### src/cpu_pkg.sv
package cpu_pkg;

    localparam int xlen = 32;
    localparam int reg_addr_w = 5;

    localparam logic [xlen-1:0] reset_pc = 32'h0040_0000;
    localparam logic [xlen-1:0] reset_sp = 32'h7fff_effc;

    localparam logic [reg_addr_w-1:0] ctrl_reg = 5'd27;
    localparam int halt_bit = 3;
    localparam logic [reg_addr_w-1:0] link_reg = 5'd31;

    typedef enum logic [5:0] {
        op_special = 6'h00,
        op_j       = 6'h02,
        op_jal     = 6'h03,
        op_beq     = 6'h04,
        op_bne     = 6'h05,
        op_addi    = 6'h08,
        op_addiu   = 6'h09,
        op_slti    = 6'h0a,
        op_sltiu   = 6'h0b,
        op_andi    = 6'h0c,
        op_ori     = 6'h0d,
        op_xori    = 6'h0e,
        op_lui     = 6'h0f,
        op_lw      = 6'h23,
        op_sw      = 6'h2b
    } opcode_e;

    typedef enum logic [5:0] {
        fn_sll  = 6'h00,
        fn_srl  = 6'h02,
        fn_sra  = 6'h03,
        fn_sllv = 6'h04,
        fn_srlv = 6'h06,
        fn_srav = 6'h07,
        fn_jr   = 6'h08,
        fn_add  = 6'h20,
        fn_addu = 6'h21,
        fn_sub  = 6'h22,
        fn_subu = 6'h23,
        fn_and  = 6'h24,
        fn_or   = 6'h25,
        fn_xor  = 6'h26,
        fn_nor  = 6'h27,
        fn_slt  = 6'h2a,
        fn_sltu = 6'h2b
    } funct_e;

    typedef enum logic [3:0] {
        alu_add, alu_sub, alu_and, alu_or, alu_xor, alu_nor, alu_slt,
        alu_sltu, alu_sll, alu_srl, alu_sra, alu_eq, alu_lui
    } alu_op_e;

    typedef enum logic [1:0] {src_rt, src_imm_s, src_imm_z} src_b_e;

    typedef enum logic [2:0] {
        cls_alu_reg, cls_alu_imm, cls_load, cls_store,
        cls_branch, cls_jump, cls_jump_reg, cls_illegal
    } instr_class_e;

    typedef enum logic [2:0] {
        st_fetch, st_decode, st_execute, st_mem, st_writeback, st_halted
    } state_e;

endpackage
### src/cpu_top.sv
`timescale 1ns/1ps

module cpu_top (
    input  logic                     clk,
    input  logic                     rst_n,
    output logic                     wb_cyc,
    output logic                     wb_stb,
    output logic                     wb_we,
    output logic [cpu_pkg::xlen-1:0] wb_adr,
    output logic [cpu_pkg::xlen-1:0] wb_dat_w,
    input  logic [cpu_pkg::xlen-1:0] wb_dat_r,
    input  logic                     wb_ack,
    output logic                     halted
);
    logic [cpu_pkg::xlen-1:0] instr, rs_data, rt_data, alu_result;
    logic [cpu_pkg::xlen-1:0] rf_wdata, bus_adr, bus_wdata, bus_rdata;
    logic [cpu_pkg::reg_addr_w-1:0] rs, rt, dest, rf_waddr;
    cpu_pkg::alu_op_e alu_op;
    cpu_pkg::src_b_e src_b;
    cpu_pkg::instr_class_e instr_class;
    logic use_shamt, trap_overflow, alu_overflow, ctrl_halt;
    logic rf_we, bus_req, bus_we, bus_done;

    // second operand select
    wire [cpu_pkg::xlen-1:0] alu_b =
        (src_b == cpu_pkg::src_imm_s) ? {{16{instr[15]}}, instr[15:0]} :
        (src_b == cpu_pkg::src_imm_z) ? {16'h0, instr[15:0]} : rt_data;

    cpu_control u_control (
        .clk(clk), .rst_n(rst_n), .instr(instr), .instr_class(instr_class), .dest(dest),
        .rs_data(rs_data), .rt_data(rt_data), .alu_result(alu_result),
        .alu_overflow(alu_overflow && trap_overflow), .ctrl_halt(ctrl_halt),
        .rf_we(rf_we), .rf_waddr(rf_waddr), .rf_wdata(rf_wdata),
        .bus_req(bus_req), .bus_we(bus_we), .bus_adr(bus_adr), .bus_wdata(bus_wdata),
        .bus_rdata(bus_rdata), .bus_done(bus_done), .halted(halted)
    );

    instr_decode u_decode (
        .instr(instr), .rs(rs), .rt(rt), .dest(dest), .alu_op(alu_op), .src_b(src_b),
        .use_shamt(use_shamt), .trap_overflow(trap_overflow), .instr_class(instr_class)
    );

    register_file u_regs (
        .clk(clk), .rst_n(rst_n), .raddr_a(rs), .raddr_b(rt),
        .rdata_a(rs_data), .rdata_b(rt_data),
        .we(rf_we), .waddr(rf_waddr), .wdata(rf_wdata), .ctrl_halt(ctrl_halt)
    );

    alu u_alu (
        .op(alu_op), .a(rs_data), .b(alu_b), .shamt(instr[10:6]), .use_shamt(use_shamt),
        .result(alu_result), .overflow(alu_overflow)
    );

    wb_bus_master u_bus (
        .clk(clk), .rst_n(rst_n), .req(bus_req), .we(bus_we), .adr(bus_adr),
        .wdata(bus_wdata), .rdata(bus_rdata), .done(bus_done),
        .wb_cyc(wb_cyc), .wb_stb(wb_stb), .wb_we(wb_we), .wb_adr(wb_adr),
        .wb_dat_w(wb_dat_w), .wb_dat_r(wb_dat_r), .wb_ack(wb_ack)
    );

endmodule

### src/cpu_control.sv
`timescale 1ns/1ps

module cpu_control (
    input  logic                           clk,
    input  logic                           rst_n,
    output logic [cpu_pkg::xlen-1:0]       instr,
    input  cpu_pkg::instr_class_e          instr_class,
    input  logic [cpu_pkg::reg_addr_w-1:0] dest,
    input  logic [cpu_pkg::xlen-1:0]       rs_data,
    input  logic [cpu_pkg::xlen-1:0]       rt_data,
    input  logic [cpu_pkg::xlen-1:0]       alu_result,
    input  logic                           alu_overflow,
    input  logic                           ctrl_halt,
    output logic                           rf_we,
    output logic [cpu_pkg::reg_addr_w-1:0] rf_waddr,
    output logic [cpu_pkg::xlen-1:0]       rf_wdata,
    output logic                           bus_req,
    output logic                           bus_we,
    output logic [cpu_pkg::xlen-1:0]       bus_adr,
    output logic [cpu_pkg::xlen-1:0]       bus_wdata,
    input  logic [cpu_pkg::xlen-1:0]       bus_rdata,
    input  logic                           bus_done,
    output logic                           halted
);
    cpu_pkg::state_e state;
    cpu_pkg::opcode_e opcode;
    logic [cpu_pkg::xlen-1:0] pc, pc_plus4, br_target, j_target;
    logic [cpu_pkg::xlen-1:0] result_q; // alu result then load data
    logic ovf_q;
    logic busy;                         // bus cycle open
    logic take_branch, writes_reg;

    assign opcode = cpu_pkg::opcode_e'(instr[31:26]);
    assign pc_plus4 = pc + 32'd4;
    assign br_target = pc_plus4 + {{14{instr[15]}}, instr[15:0], 2'b00};
    assign j_target = {pc_plus4[31:28], instr[25:0], 2'b00};
    assign take_branch = (opcode == cpu_pkg::op_beq) ? result_q[0] : !result_q[0];

    assign bus_req = !busy && ((state == cpu_pkg::st_fetch && !ctrl_halt)
                               || state == cpu_pkg::st_mem);
    assign bus_we = (state == cpu_pkg::st_mem) && (instr_class == cpu_pkg::cls_store);
    assign bus_adr = (state == cpu_pkg::st_mem) ? result_q : pc;
    assign bus_wdata = rt_data;

    always_comb begin
        case (instr_class)
            cpu_pkg::cls_alu_reg, cpu_pkg::cls_alu_imm: writes_reg = !ovf_q;
            cpu_pkg::cls_load: writes_reg = 1'b1;
            cpu_pkg::cls_jump: writes_reg = (opcode == cpu_pkg::op_jal);
            default: writes_reg = 1'b0;
        endcase
    end

    assign rf_we = (state == cpu_pkg::st_writeback) && writes_reg;
    assign rf_waddr = dest;
    assign rf_wdata = (instr_class == cpu_pkg::cls_jump) ? pc_plus4 : result_q; // jal link

    assign halted = (state == cpu_pkg::st_halted);

    always_ff @(posedge clk) begin
        if (!rst_n) begin
            state <= cpu_pkg::st_fetch;
            pc <= cpu_pkg::reset_pc;
            busy <= 1'b0;
        end else begin
            if (bus_req)
                busy <= 1'b1;
            else if (bus_done)
                busy <= 1'b0;
            case (state)
                cpu_pkg::st_fetch: begin
                    if (bus_done)
                        state <= cpu_pkg::st_decode;
                    else if (!busy && ctrl_halt)
                        state <= cpu_pkg::st_halted;
                end
                cpu_pkg::st_decode: state <= cpu_pkg::st_execute;
                cpu_pkg::st_execute: begin
                    if (instr_class == cpu_pkg::cls_load || instr_class == cpu_pkg::cls_store)
                        state <= cpu_pkg::st_mem;
                    else
                        state <= cpu_pkg::st_writeback;
                end
                cpu_pkg::st_mem: begin
                    if (bus_done)
                        state <= cpu_pkg::st_writeback;
                end
                cpu_pkg::st_writeback: begin
                    state <= cpu_pkg::st_fetch;
                    case (instr_class)
                        cpu_pkg::cls_branch: pc <= take_branch ? br_target : pc_plus4;
                        cpu_pkg::cls_jump: pc <= j_target;
                        cpu_pkg::cls_jump_reg: pc <= rs_data;
                        default: pc <= pc_plus4;
                    endcase
                end
                default: state <= cpu_pkg::st_halted; // held until reset
            endcase
        end
    end

    always_ff @(posedge clk) begin
        if (state == cpu_pkg::st_fetch && bus_done)
            instr <= bus_rdata;
        if (state == cpu_pkg::st_execute) begin
            result_q <= alu_result;
            ovf_q <= alu_overflow;
        end
        if (state == cpu_pkg::st_mem && bus_done)
            result_q <= bus_rdata;
    end

    a_halt_sticky: assert property (@(posedge clk) disable iff (!rst_n)
        halted |=> halted);

    // data access only for lw and sw
    a_req_state: assert property (@(posedge clk) disable iff (!rst_n)
        bus_req |-> state == cpu_pkg::st_fetch
                    || (state == cpu_pkg::st_mem && (instr_class == cpu_pkg::cls_load
                                                     || instr_class == cpu_pkg::cls_store)));

endmodule

### src/wb_bus_master.sv
`timescale 1ns/1ps

module wb_bus_master (
    input  logic                     clk,
    input  logic                     rst_n,
    input  logic                     req,
    input  logic                     we,
    input  logic [cpu_pkg::xlen-1:0] adr,
    input  logic [cpu_pkg::xlen-1:0] wdata,
    output logic [cpu_pkg::xlen-1:0] rdata,
    output logic                     done,
    output logic                     wb_cyc,
    output logic                     wb_stb,
    output logic                     wb_we,
    output logic [cpu_pkg::xlen-1:0] wb_adr,
    output logic [cpu_pkg::xlen-1:0] wb_dat_w,
    input  logic [cpu_pkg::xlen-1:0] wb_dat_r,
    input  logic                     wb_ack
);
    logic start, finish;

    assign start = req && !wb_cyc;
    assign finish = wb_cyc && wb_ack;

    always_ff @(posedge clk) begin
        if (!rst_n) begin
            wb_cyc <= 1'b0;
            wb_stb <= 1'b0;
            wb_we <= 1'b0;
            done <= 1'b0;
        end else begin
            done <= finish; // one pulse per cycle
            if (finish) begin
                wb_cyc <= 1'b0;
                wb_stb <= 1'b0;
                wb_we <= 1'b0;
            end else if (start) begin
                wb_cyc <= 1'b1;
                wb_stb <= 1'b1;
                wb_we <= we;
            end
        end
    end

    always_ff @(posedge clk) begin
        if (start) begin
            wb_adr <= adr;
            wb_dat_w <= wdata;
        end
        if (finish)
            rdata <= wb_dat_r;
    end

    a_hold_stable: assert property (@(posedge clk) disable iff (!rst_n)
        wb_stb && !wb_ack |=> wb_stb && $stable(wb_adr) && $stable(wb_we) && $stable(wb_dat_w));

endmodule

### src/register_file.sv
`timescale 1ns/1ps

module register_file (
    input  logic                           clk,
    input  logic                           rst_n,
    input  logic [cpu_pkg::reg_addr_w-1:0] raddr_a,
    input  logic [cpu_pkg::reg_addr_w-1:0] raddr_b,
    output logic [cpu_pkg::xlen-1:0]       rdata_a,
    output logic [cpu_pkg::xlen-1:0]       rdata_b,
    input  logic                           we,
    input  logic [cpu_pkg::reg_addr_w-1:0] waddr,
    input  logic [cpu_pkg::xlen-1:0]       wdata,
    output logic                           ctrl_halt
);
    logic [cpu_pkg::xlen-1:0] regs [0:31];

    always_ff @(posedge clk) begin
        if (!rst_n) begin
            for (int i = 0; i < 32; i++)
                regs[i] <= (i == 29) ? cpu_pkg::reset_sp : '0; // sp preset
        end else if (we && waddr != '0) begin
            regs[waddr] <= wdata;
        end
    end

    assign rdata_a = regs[raddr_a];
    assign rdata_b = regs[raddr_b];
    assign ctrl_halt = regs[cpu_pkg::ctrl_reg][cpu_pkg::halt_bit];

    a_zero_reg: assert property (@(posedge clk) disable iff (!rst_n)
        (raddr_a == '0 |-> rdata_a == '0) and (raddr_b == '0 |-> rdata_b == '0));

endmodule

### src/instr_decode.sv
`timescale 1ns/1ps

module instr_decode (
    input  logic [cpu_pkg::xlen-1:0]       instr,
    output logic [cpu_pkg::reg_addr_w-1:0] rs,
    output logic [cpu_pkg::reg_addr_w-1:0] rt,
    output logic [cpu_pkg::reg_addr_w-1:0] dest,
    output cpu_pkg::alu_op_e               alu_op,
    output cpu_pkg::src_b_e                src_b,
    output logic                           use_shamt,
    output logic                           trap_overflow,
    output cpu_pkg::instr_class_e          instr_class
);
    cpu_pkg::opcode_e opcode;
    cpu_pkg::funct_e funct;
    logic special;

    assign opcode = cpu_pkg::opcode_e'(instr[31:26]);
    assign funct = cpu_pkg::funct_e'(instr[5:0]);
    assign special = (opcode == cpu_pkg::op_special);
    assign rs = instr[25:21];
    assign rt = instr[20:16];

    assign use_shamt = special && (funct == cpu_pkg::fn_sll || funct == cpu_pkg::fn_srl
                                   || funct == cpu_pkg::fn_sra);
    assign trap_overflow = (special && (funct == cpu_pkg::fn_add || funct == cpu_pkg::fn_sub))
                           || opcode == cpu_pkg::op_addi;

    always_comb begin
        alu_op = cpu_pkg::alu_add; // addu, addiu, lw, sw
        if (special) begin
            case (funct)
                cpu_pkg::fn_sll, cpu_pkg::fn_sllv: alu_op = cpu_pkg::alu_sll;
                cpu_pkg::fn_srl, cpu_pkg::fn_srlv: alu_op = cpu_pkg::alu_srl;
                cpu_pkg::fn_sra, cpu_pkg::fn_srav: alu_op = cpu_pkg::alu_sra;
                cpu_pkg::fn_sub, cpu_pkg::fn_subu: alu_op = cpu_pkg::alu_sub;
                cpu_pkg::fn_and: alu_op = cpu_pkg::alu_and;
                cpu_pkg::fn_or: alu_op = cpu_pkg::alu_or;
                cpu_pkg::fn_xor: alu_op = cpu_pkg::alu_xor;
                cpu_pkg::fn_nor: alu_op = cpu_pkg::alu_nor;
                cpu_pkg::fn_slt: alu_op = cpu_pkg::alu_slt;
                cpu_pkg::fn_sltu: alu_op = cpu_pkg::alu_sltu;
                default: alu_op = cpu_pkg::alu_add;
            endcase
        end else begin
            case (opcode)
                cpu_pkg::op_beq, cpu_pkg::op_bne: alu_op = cpu_pkg::alu_eq;
                cpu_pkg::op_slti: alu_op = cpu_pkg::alu_slt;
                cpu_pkg::op_sltiu: alu_op = cpu_pkg::alu_sltu;
                cpu_pkg::op_andi: alu_op = cpu_pkg::alu_and;
                cpu_pkg::op_ori: alu_op = cpu_pkg::alu_or;
                cpu_pkg::op_xori: alu_op = cpu_pkg::alu_xor;
                cpu_pkg::op_lui: alu_op = cpu_pkg::alu_lui;
                default: alu_op = cpu_pkg::alu_add;
            endcase
        end
    end

    always_comb begin
        instr_class = cpu_pkg::cls_alu_imm;
        src_b = cpu_pkg::src_imm_s;
        dest = rt;
        case (opcode)
            cpu_pkg::op_special: begin
                dest = instr[15:11];
                src_b = cpu_pkg::src_rt;
                case (funct)
                    cpu_pkg::fn_jr: instr_class = cpu_pkg::cls_jump_reg;
                    cpu_pkg::fn_sll, cpu_pkg::fn_srl, cpu_pkg::fn_sra, cpu_pkg::fn_sllv,
                    cpu_pkg::fn_srlv, cpu_pkg::fn_srav, cpu_pkg::fn_add, cpu_pkg::fn_addu,
                    cpu_pkg::fn_sub, cpu_pkg::fn_subu, cpu_pkg::fn_and, cpu_pkg::fn_or,
                    cpu_pkg::fn_xor, cpu_pkg::fn_nor, cpu_pkg::fn_slt, cpu_pkg::fn_sltu:
                        instr_class = cpu_pkg::cls_alu_reg;
                    default: instr_class = cpu_pkg::cls_illegal;
                endcase
            end
            cpu_pkg::op_j: instr_class = cpu_pkg::cls_jump;
            cpu_pkg::op_jal: begin
                instr_class = cpu_pkg::cls_jump;
                dest = cpu_pkg::link_reg;
            end
            cpu_pkg::op_beq, cpu_pkg::op_bne: begin
                instr_class = cpu_pkg::cls_branch;
                src_b = cpu_pkg::src_rt;
            end
            cpu_pkg::op_addi, cpu_pkg::op_addiu, cpu_pkg::op_slti, cpu_pkg::op_sltiu:
                src_b = cpu_pkg::src_imm_s;
            cpu_pkg::op_andi, cpu_pkg::op_ori, cpu_pkg::op_xori, cpu_pkg::op_lui:
                src_b = cpu_pkg::src_imm_z;
            cpu_pkg::op_lw: instr_class = cpu_pkg::cls_load;
            cpu_pkg::op_sw: instr_class = cpu_pkg::cls_store;
            default: instr_class = cpu_pkg::cls_illegal;
        endcase
    end

endmodule

### src/alu.sv
`timescale 1ns/1ps

module alu (
    input  cpu_pkg::alu_op_e         op,
    input  logic [cpu_pkg::xlen-1:0] a,
    input  logic [cpu_pkg::xlen-1:0] b,
    input  logic [4:0]               shamt,
    input  logic                     use_shamt,
    output logic [cpu_pkg::xlen-1:0] result,
    output logic                     overflow
);
    logic [cpu_pkg::xlen-1:0] sum, diff;
    logic [4:0] count;

    assign sum = a + b;
    assign diff = a - b;
    assign count = use_shamt ? shamt : a[4:0]; // sllv etc. take rs

    always_comb begin
        case (op)
            cpu_pkg::alu_add: result = sum;
            cpu_pkg::alu_sub: result = diff;
            cpu_pkg::alu_and: result = a & b;
            cpu_pkg::alu_or: result = a | b;
            cpu_pkg::alu_xor: result = a ^ b;
            cpu_pkg::alu_nor: result = ~(a | b);
            cpu_pkg::alu_slt: result = {31'd0, $signed(a) < $signed(b)};
            cpu_pkg::alu_sltu: result = {31'd0, a < b};
            cpu_pkg::alu_sll: result = b << count;
            cpu_pkg::alu_srl: result = b >> count;
            cpu_pkg::alu_sra: result = $signed(b) >>> count;
            cpu_pkg::alu_eq: result = {31'd0, a == b};
            cpu_pkg::alu_lui: result = {b[15:0], 16'h0};
            default: result = '0;
        endcase
    end

    // sign of result disagrees with like-signed operands
    always_comb begin
        case (op)
            cpu_pkg::alu_add: overflow = (a[31] == b[31]) && (sum[31] != a[31]);
            cpu_pkg::alu_sub: overflow = (a[31] != b[31]) && (diff[31] != a[31]);
            default: overflow = 1'b0;
        endcase
    end

endmodule

### config.mk
export PLATFORM = sky130hd
export DESIGN_NAME = cpu_top
export DESIGN_NICKNAME = d
export VERILOG_FILES = /design/src/cpu_pkg.sv /design/src/cpu_top.sv /design/src/cpu_control.sv /design/src/wb_bus_master.sv /design/src/register_file.sv /design/src/instr_decode.sv /design/src/alu.sv
export SDC_FILE = /design/constraint.sdc
export NUM_CORES = 2
export LEC_CHECK = 0
export BUFFER_PORTS_ARGS = -buffer_cell sky130_fd_sc_hd__buf_2
export CAP_MARGIN = 20
export CORE_ASPECT_RATIO = 1.25
export CORE_MARGIN = 2
export CORE_UTILIZATION = 40
export CTS_CLUSTER_DIAMETER = 50
export DETAILED_ROUTE_END_ITERATION = 16
export GPL_TIMING_DRIVEN = 0
export PLACE_DENSITY = 0.57
export SLEW_MARGIN = 10
export SYNTH_ARGS = -nofsm -noshare
export SYNTH_HDL_FRONTEND = slang
export SYNTH_HIERARCHICAL = 1
export SYNTH_SLANG_ARGS = --single-unit
export TNS_END_PERCENT = 1
### constraint.sdc
create_clock -name clk -period 5.3 [get_ports clk]
set_input_delay 0.53 -clock clk [delete_from_list [all_inputs] [get_ports clk]]
set_output_delay 0.53 -clock clk [all_outputs]
set_load 0.03 [all_outputs]
# After elaboration in Yosys (flattened, before gate mapping)

Memories as Yosys holds them, arrays and structs flattened. A register that Yosys moved wholly into a read port is not among the register bits.
Cells that the tools add are included.

Bits in registers: 200
Memory bits (writable): 1024
Bits in read-only memories: 512
Input port bits: 35
Output and inout port bits: 68
Word-level logic and storage cells: 161
Memories: 4

Add/subtract/negate cells: 4
Magnitude comparators: 2
Equal/unequal tests: 50
Shift operators: 3
Multiplexer cells: 37
Bitwise operators: 5
Reductions and logical operators: 44

Memories:

| memory          | words | width | rd ports | clocked after Yosys merged registers in | wr ports | line                | text |
|---|---|---|---|---|---|---|---|
| u_regs.regs     | 32    | 32    | 3        | 2                                       | 32       | register_file.sv:15 | `logic [cpu_pkg::xlen-1:0] regs [0:31];` |
| (no name shown) | 64    | 4     | 1        | 1                                       | 0        | instr_decode.sv:32  | `case (funct)` |
| (no name shown) | 64    | 3     | 1        | 1                                       | 0        | instr_decode.sv:67  | `case (funct)` |
| (no name shown) | 16    | 4     | 1        | 1                                       | 0        | instr_decode.sv:46  | `case (opcode)` |

Operators with widths:

| operator              | count |
|---|---|
| $pmux 32 s13          | 1 |
| $mux 32               | 8 |
| $pmux 32 s3           | 1 |
| $add 32x32->32        | 2 |
| $lt 32x32->1          | 2 |
| $eq 6x4->1 const B    | 8 |
| $add 32x3->32 const B | 1 |
| $and 32x32->32        | 1 |
| $eq 32x32->1          | 1 |
| $not 32->32           | 1 |
| $or 32x32->32         | 1 |
| $reduce_or 32->1      | 1 |
| $shl 32x5->32         | 1 |
| $shr 32x5->32         | 1 |
| $sshr 32x5->32        | 1 |
| $sub 32x32->32        | 1 |
| $xor 32x32->32        | 1 |
| $eq 6x2->1 const B    | 4 |
| $eq 6x6->1 const B    | 4 |
| $eq 4x4->1 const B    | 5 |
| $mux 5                | 4 |
| $pmux 3 s6            | 1 |
| $eq 4x3->1 const B    | 4 |
| $eq 3x3->1 const B    | 5 |
| 35 further kinds      | 85 |

# Depth between registers and ports, before layout

Depth after elaboration: 13
Gate-level depth with buffers: 24

# By module

The synthesis kept the hierarchy.

By module, submodules not included:

| module        | instances | cells each | area each (µm²) | seq. area each (µm²) |
|---|---|---|---|---|
| register_file | 1         | 4612       | 55598.3         | 30749.5 |
| alu           | 1         | 1440       | 9346.5          | 0.0 |
| cpu_control   | 1         | 1039       | 8336.7          | 2672.6 |
| wb_bus_master | 1         | 108        | 3004.1          | 2942.8 |
| cpu_top       | 1         | 58         | 638.1           | 0.0 |
| instr_decode  | 1         | 95         | 584.3           | 0.0 |

# Worst setup path after synthesis

Ideal clock, no wire load.

Path type: reg2reg
Start point: register u_control/instr[28] (netlist name)
End point: memory u_regs/regs[24][0] (netlist name), enable pin
Arrival time: 5251 ps
Data required time: 4834 ps
Path slack: -417 ps
Cell stages (with the launch flop): 15
Path buffers: 4
Clock period less this slack: 5717 ps
Path through: edfxtp_1 buf_2 nor2_2 nand3_2 nor3_1 nand3b_1 buf_2 clkbuf_1 nand2_1 o22ai_1 and2_1 nand2_1 or3_1 buf_2 o21ai_0

RTL lines:

| what                   | line                | text |
|---|---|---|
| from (decl)            | cpu_control.sv:6    | `output logic [cpu_pkg::xlen-1:0] instr,` |
| from (signal assigned) | cpu_control.sv:104  | `instr <= bus_rdata;` |
| to (decl)              | register_file.sv:15 |  |

# Worst setup path in the final report

Start point: register u_control/instr[28] (netlist name)
End point: register u_control/result_q[4] (netlist name), data pin

RTL lines:

| what                                     | line               | text |
|---|---|---|
| $logic_not 6->1 *                        | instr_decode.sv:20 | `assign special = (opcode == cpu_pkg::op_special);` |
| $mux 4 *                                 | instr_decode.sv:31 | `if (special) begin` |
| via alu_op[3]                            | cpu_top.sv:18      | `cpu_pkg::alu_op_e alu_op;` |
| $eq 4x4->1, or another cell as far along | alu.sv:20          | `case (op)` |
| $pmux 32 s13 *                           | alu.sv:20          |  |
| via alu_result (one bit)                 | cpu_top.sv:15      | `logic [cpu_pkg::xlen-1:0] instr, rs_data, rt_data, alu_result;` |
| $mux 32 *                                | cpu_control.sv:105 | `if (state == cpu_pkg::st_execute) begin` |
| $mux 32 *                                | cpu_control.sv:109 | `if (state == cpu_pkg::st_mem && bus_done)` |
| to (signal assigned)                     | cpu_control.sv:106 | `result_q <= alu_result;` |
| to (signal assigned)                     | cpu_control.sv:110 | `result_q <= bus_rdata;` |
| to (decl)                                | cpu_control.sv:28  | `logic [cpu_pkg::xlen-1:0] result_q;` |

Mark *: on every way through the listed nets, which the timed path passes. The rest lies on a longest branch. The select of a mux whose other input is x is not followed.
A chain may end at the register's enable or synchronous reset.

==> PnR_summary.wiki <==
{| class="wikitable"
! Metric !! Value
|-
| Status || complete, but fails checks
|-
| Violations in the final reports || setup timing
|-
| Die Outline Area || 0.1973 mm²
|-
| DR iter-0 viols || 8403
|-
| Number of vias after detailed routing || 66850
|-
| Count of maximum capacitance violations || 0
|-
| Number of rows created at floorplan || 180
|-
| Number of unique standard cell types used by synthesis || 112
|-
| Classification of the worst-slack hold path || in -> reg
|-
| I/O pin count || 103
|-
| Mean Syn Cell Area || 10.54 µm²
|-
| Maximum fanout count along the critical path || 10
|-
| Pwr per Cell Area || 342.5 mW/mm²
|-
| Kind of end point of the critical path || flip-flop
|-
| Hold Path Cell Cnt || 3
|-
| Part of the Yosys area used for sequential elements || 46.92%
|-
| Slack of the critical path || -0.5377 ns
|-
| Master cell of the clock root buffer || clkbuf_16
|-
| Reg area || 0.03636 mm²
|-
| Starting density of the core || 40.25%
|-
| Static leakage || 0.03814 µW
|-
| Maximum number of pins on one net before global-route repair || 34
|-
| Cell types with the largest area share after synthesis || edfxtp_1, mux2i_1, and2_1, nand2_1, a21oi_1
|-
| First-pass GRT wire length || 513300 µm
|-
| Cell count after synthesis || 7352
|-
| Biggest area consumer among synthesized cells || edfxtp_1
|-
| DP HPWL || 288600 µm
|-
| Max-slew violation total from the final report || 0
|-
| Yosys reg bits || 1224
|-
| Core utilization of the finished layout || 49.63%
|-
| Synthesis warning total || 6
|-
| Fraction of power consumed by the clock network || 32.8%
|-
| Drt first pass iters || 9
|-
| CTS sink count || 1224
|-
| Port Buffer Count || 102
|-
| Most instantiated flip-flop cell in the synthesis netlist || edfxtp_1
|-
| Worst setup slack before clock tree synthesis || -3.562 ns
|-
| Arrival time of the worst setup path || 6.43 ns
|-
| GR Util All Layers || 37.50%
|-
| Proportion of netlist area held by the largest area contributor || 45.91%
|-
| Setup repair after global routing missed its margin || yes
|-
| Area of combinational cells with multiple inputs || 0.04141 mm²
|-
| Worst-margin pin slew || 1.363 ns
|-
| Reg2Reg Depth || 15
|-
| TritonCTS buffer count || 148
|-
| Final period util || 110.1%
|-
| Worst-skew pair later-pin latency || 0.86 ns
|-
| Routability congestion estimate || 1.012
|-
| Kind of critical path || reg -> reg
|-
| Routed WL || 380700 µm
|-
| Via count of the first global-routing pass || 65310
|-
| Net switching power figure || 12000 µW
|-
| FMAX || 171.3 MHz
|-
| Element type at the critical path start || flip-flop
|-
| Fin nets || 8130
|-
| Placeable core region || 0.1926 mm²
|-
| Post-synthesis instance area || 0.07751 mm²
|-
| Worst clock skew || 0.05116 ns
|-
| Relative slew slack || 8.188%
|-
| Final critical-path required period || 5.838 ns
|-
| Number of remaining DRC errors || 0
|-
| Post-route setup TNS || -25.97 ns
|-
| Clock-pin slew of the registers on the worst-case setup and hold paths || 0.06 ns
|-
| Internal power summed over all cells || 20730 µW
|-
| Die Span X || 397.7 µm
|-
| Max IR drop VDD || 387.5 µV
|-
| Via count normalized by instance count || 6.282
|-
| Share of async-settable or async-resettable flops after synthesis || 0%
|-
| Clock tree from TritonCTS || done
|-
| First element of the critical path || u_control/instr[28]$_DFFE_PP_
|-
| Combinational share of power || 31.0%
|-
| Detail-routed net length per standard cell || 35.78 µm
|-
| Post-route antenna net violation count || 0
|-
| Count of final hold-check violations || 0
|-
| Share of layout cells above drive strength 1 || 20.80%
|-
| Critical register-to-register path startpoint || u_control/instr[28]$_DFFE_PP_
|-
| Synthesis-to-finish area growth || 23.29%
|-
| Die H || 496.2 µm
|-
| Required time of the critical path || 5.90 ns
|-
| Reg power frac || 36.2%
|-
| Most instantiated library cell after synthesis || edfxtp_1
|-
| Filler cell count || 17480
|-
| GR Overflow Total || 0
|-
| Net switching share of the total power || 36.66%
|-
| Number of antenna violations at the first check in global routing || 31
|-
| Startpoint of the worst hold path || rst_n
|-
| Post-synth EDFFs || 1185
|-
| Number of H-tree levels || 4
|-
| Final setup violation count || 395
|-
| Commonest cells post-synth || edfxtp_1, mux2i_1, and2_1
|-
| Maximum buffer depth of the clock tree || 3
|}
[state kept, by name, summed over array words and instances, names as in the netlist]
name,flops
u_bus/wb_we,1
u_control/busy,1
u_control/result_q,32
u_bus/wb_stb,1
u_control/pc,32
u_bus/wb_adr,32
u_control/instr,32
u_control/ovf_q,1
u_bus/done,1
u_bus/wb_dat_w,32
u_regs/regs,1024
u_control/state,3
u_bus/rdata,32
[final cells by class]
class / instances / area share (%)
sequential: 1224 / 38.06
clock inverter: 94 / 1.380
inverter: 126 / 0.5381
timing repair buffer: 436 / 4.355
tap: 2548 / 3.336
multi-input combinational: 5339 / 43.33
clock buffer: 179 / 4.018
antenna: 16 / 0.04190
buffer: 679 / 4.944
[cell families (layout without fill, tap and decap cells)]
group           after synthesis  count (layout)  share of synthesized area, %
xor+xnor                     61              61                        0.7571
fa+ha+maj                   141             141                         2.305
flops                      1224            1224                         46.92
buf+inv                     820            1514                         4.741
mux                        1224            1224                         16.21
compound gates             1452            1452                         12.62
simple gates               2429            2429                         16.45
other cells                   1              48                      0.004838
[power groups by stage]
stage / registers (µW) / logic [µW] / clock network (µW)
after CTS: 11800 / 9550 / 10800
final: 11800 / 10200 / 10700
after floorplan: 12300 / 4460 / 0
after global routing: 11900 / 10400 / 11200
after detailed placement: 12000 / 8580 / 0
after global placement: 12100 / 8380 / 0
[critical path: stages (launching register included)]
cell      delay, ns
edfxtp_1       0.44
buf_2          0.23
nor2_2         0.25
and3_1         0.20
buf_2          0.24
nand2_1        0.13
o21ai_2        0.22
clkbuf_1       0.43
nor2_1         0.14
nand3_1        0.22
clkbuf_1       0.64
buf_2          0.49
o21ai_0        0.14
a211oi_1       0.74
o21ai_0        0.56
mux2_2         0.48
[metal layers]
metal	up-vias	wire [µm]	global-route usage, %
met4	8	34920	28.64
met1	33510	137000	43.06
met2	3905	175400	60.93
met3	1157	33370	8.383
met5	-	65	0
li1	28270	-	-
[layout by cell type (no fill, tap or decap), types with 100 or more instances in the layout]
cell type  instances
nand2_1          602
clkbuf_16        150
and2_1           972
o21ai_0          161
buf_4            326
a21oi_1          371
nor2_1           227
mux2i_1         1114
a22o_1           132
a22oi_1          189
nand3_1          168
edfxtp_1        1185
ha_1             121
clkbuf_1         261
clkbuf_2         100
buf_2            175
[metrics by stage]
stage	area, µm²	hold WS, ns	cells	power (µW)
3_3_place_gp	81320	0.4533	10030	20490
2_1_floorplan	77620	0.4222	7383	16760
5_1_grt	95530	0.2822	10630	33450
3_5_place_dp	82930	0.4496	10100	20590
6_report	95560	0.2492	10640	32720
4_1_cts	94060	0.2049	10530	32190
[what timing repair did]
item	in CTS	in global routing
buffers inserted	133	89
gates resized for setup	1099	169
cloned	4	2
hold buffers	33	0
endpoints found under the setup margin	1967	1936
endpoints found under the hold margin	33	0
pin swaps	85	97
[path summary, 6_finish.rpt]
path	endpoint	slack [ns]
min	u_bus/wb_stb$_SDFFE_PP0P_	0.25
min reg2reg	u_control/instr[9]$_DFFE_PP_	0.47
max	u_control/result_q[4]$_DFFE_PP_	-0.54
max reg2reg	u_control/result_q[4]$_DFFE_PP_	-0.54
Power figures use the tool's default switching activity.
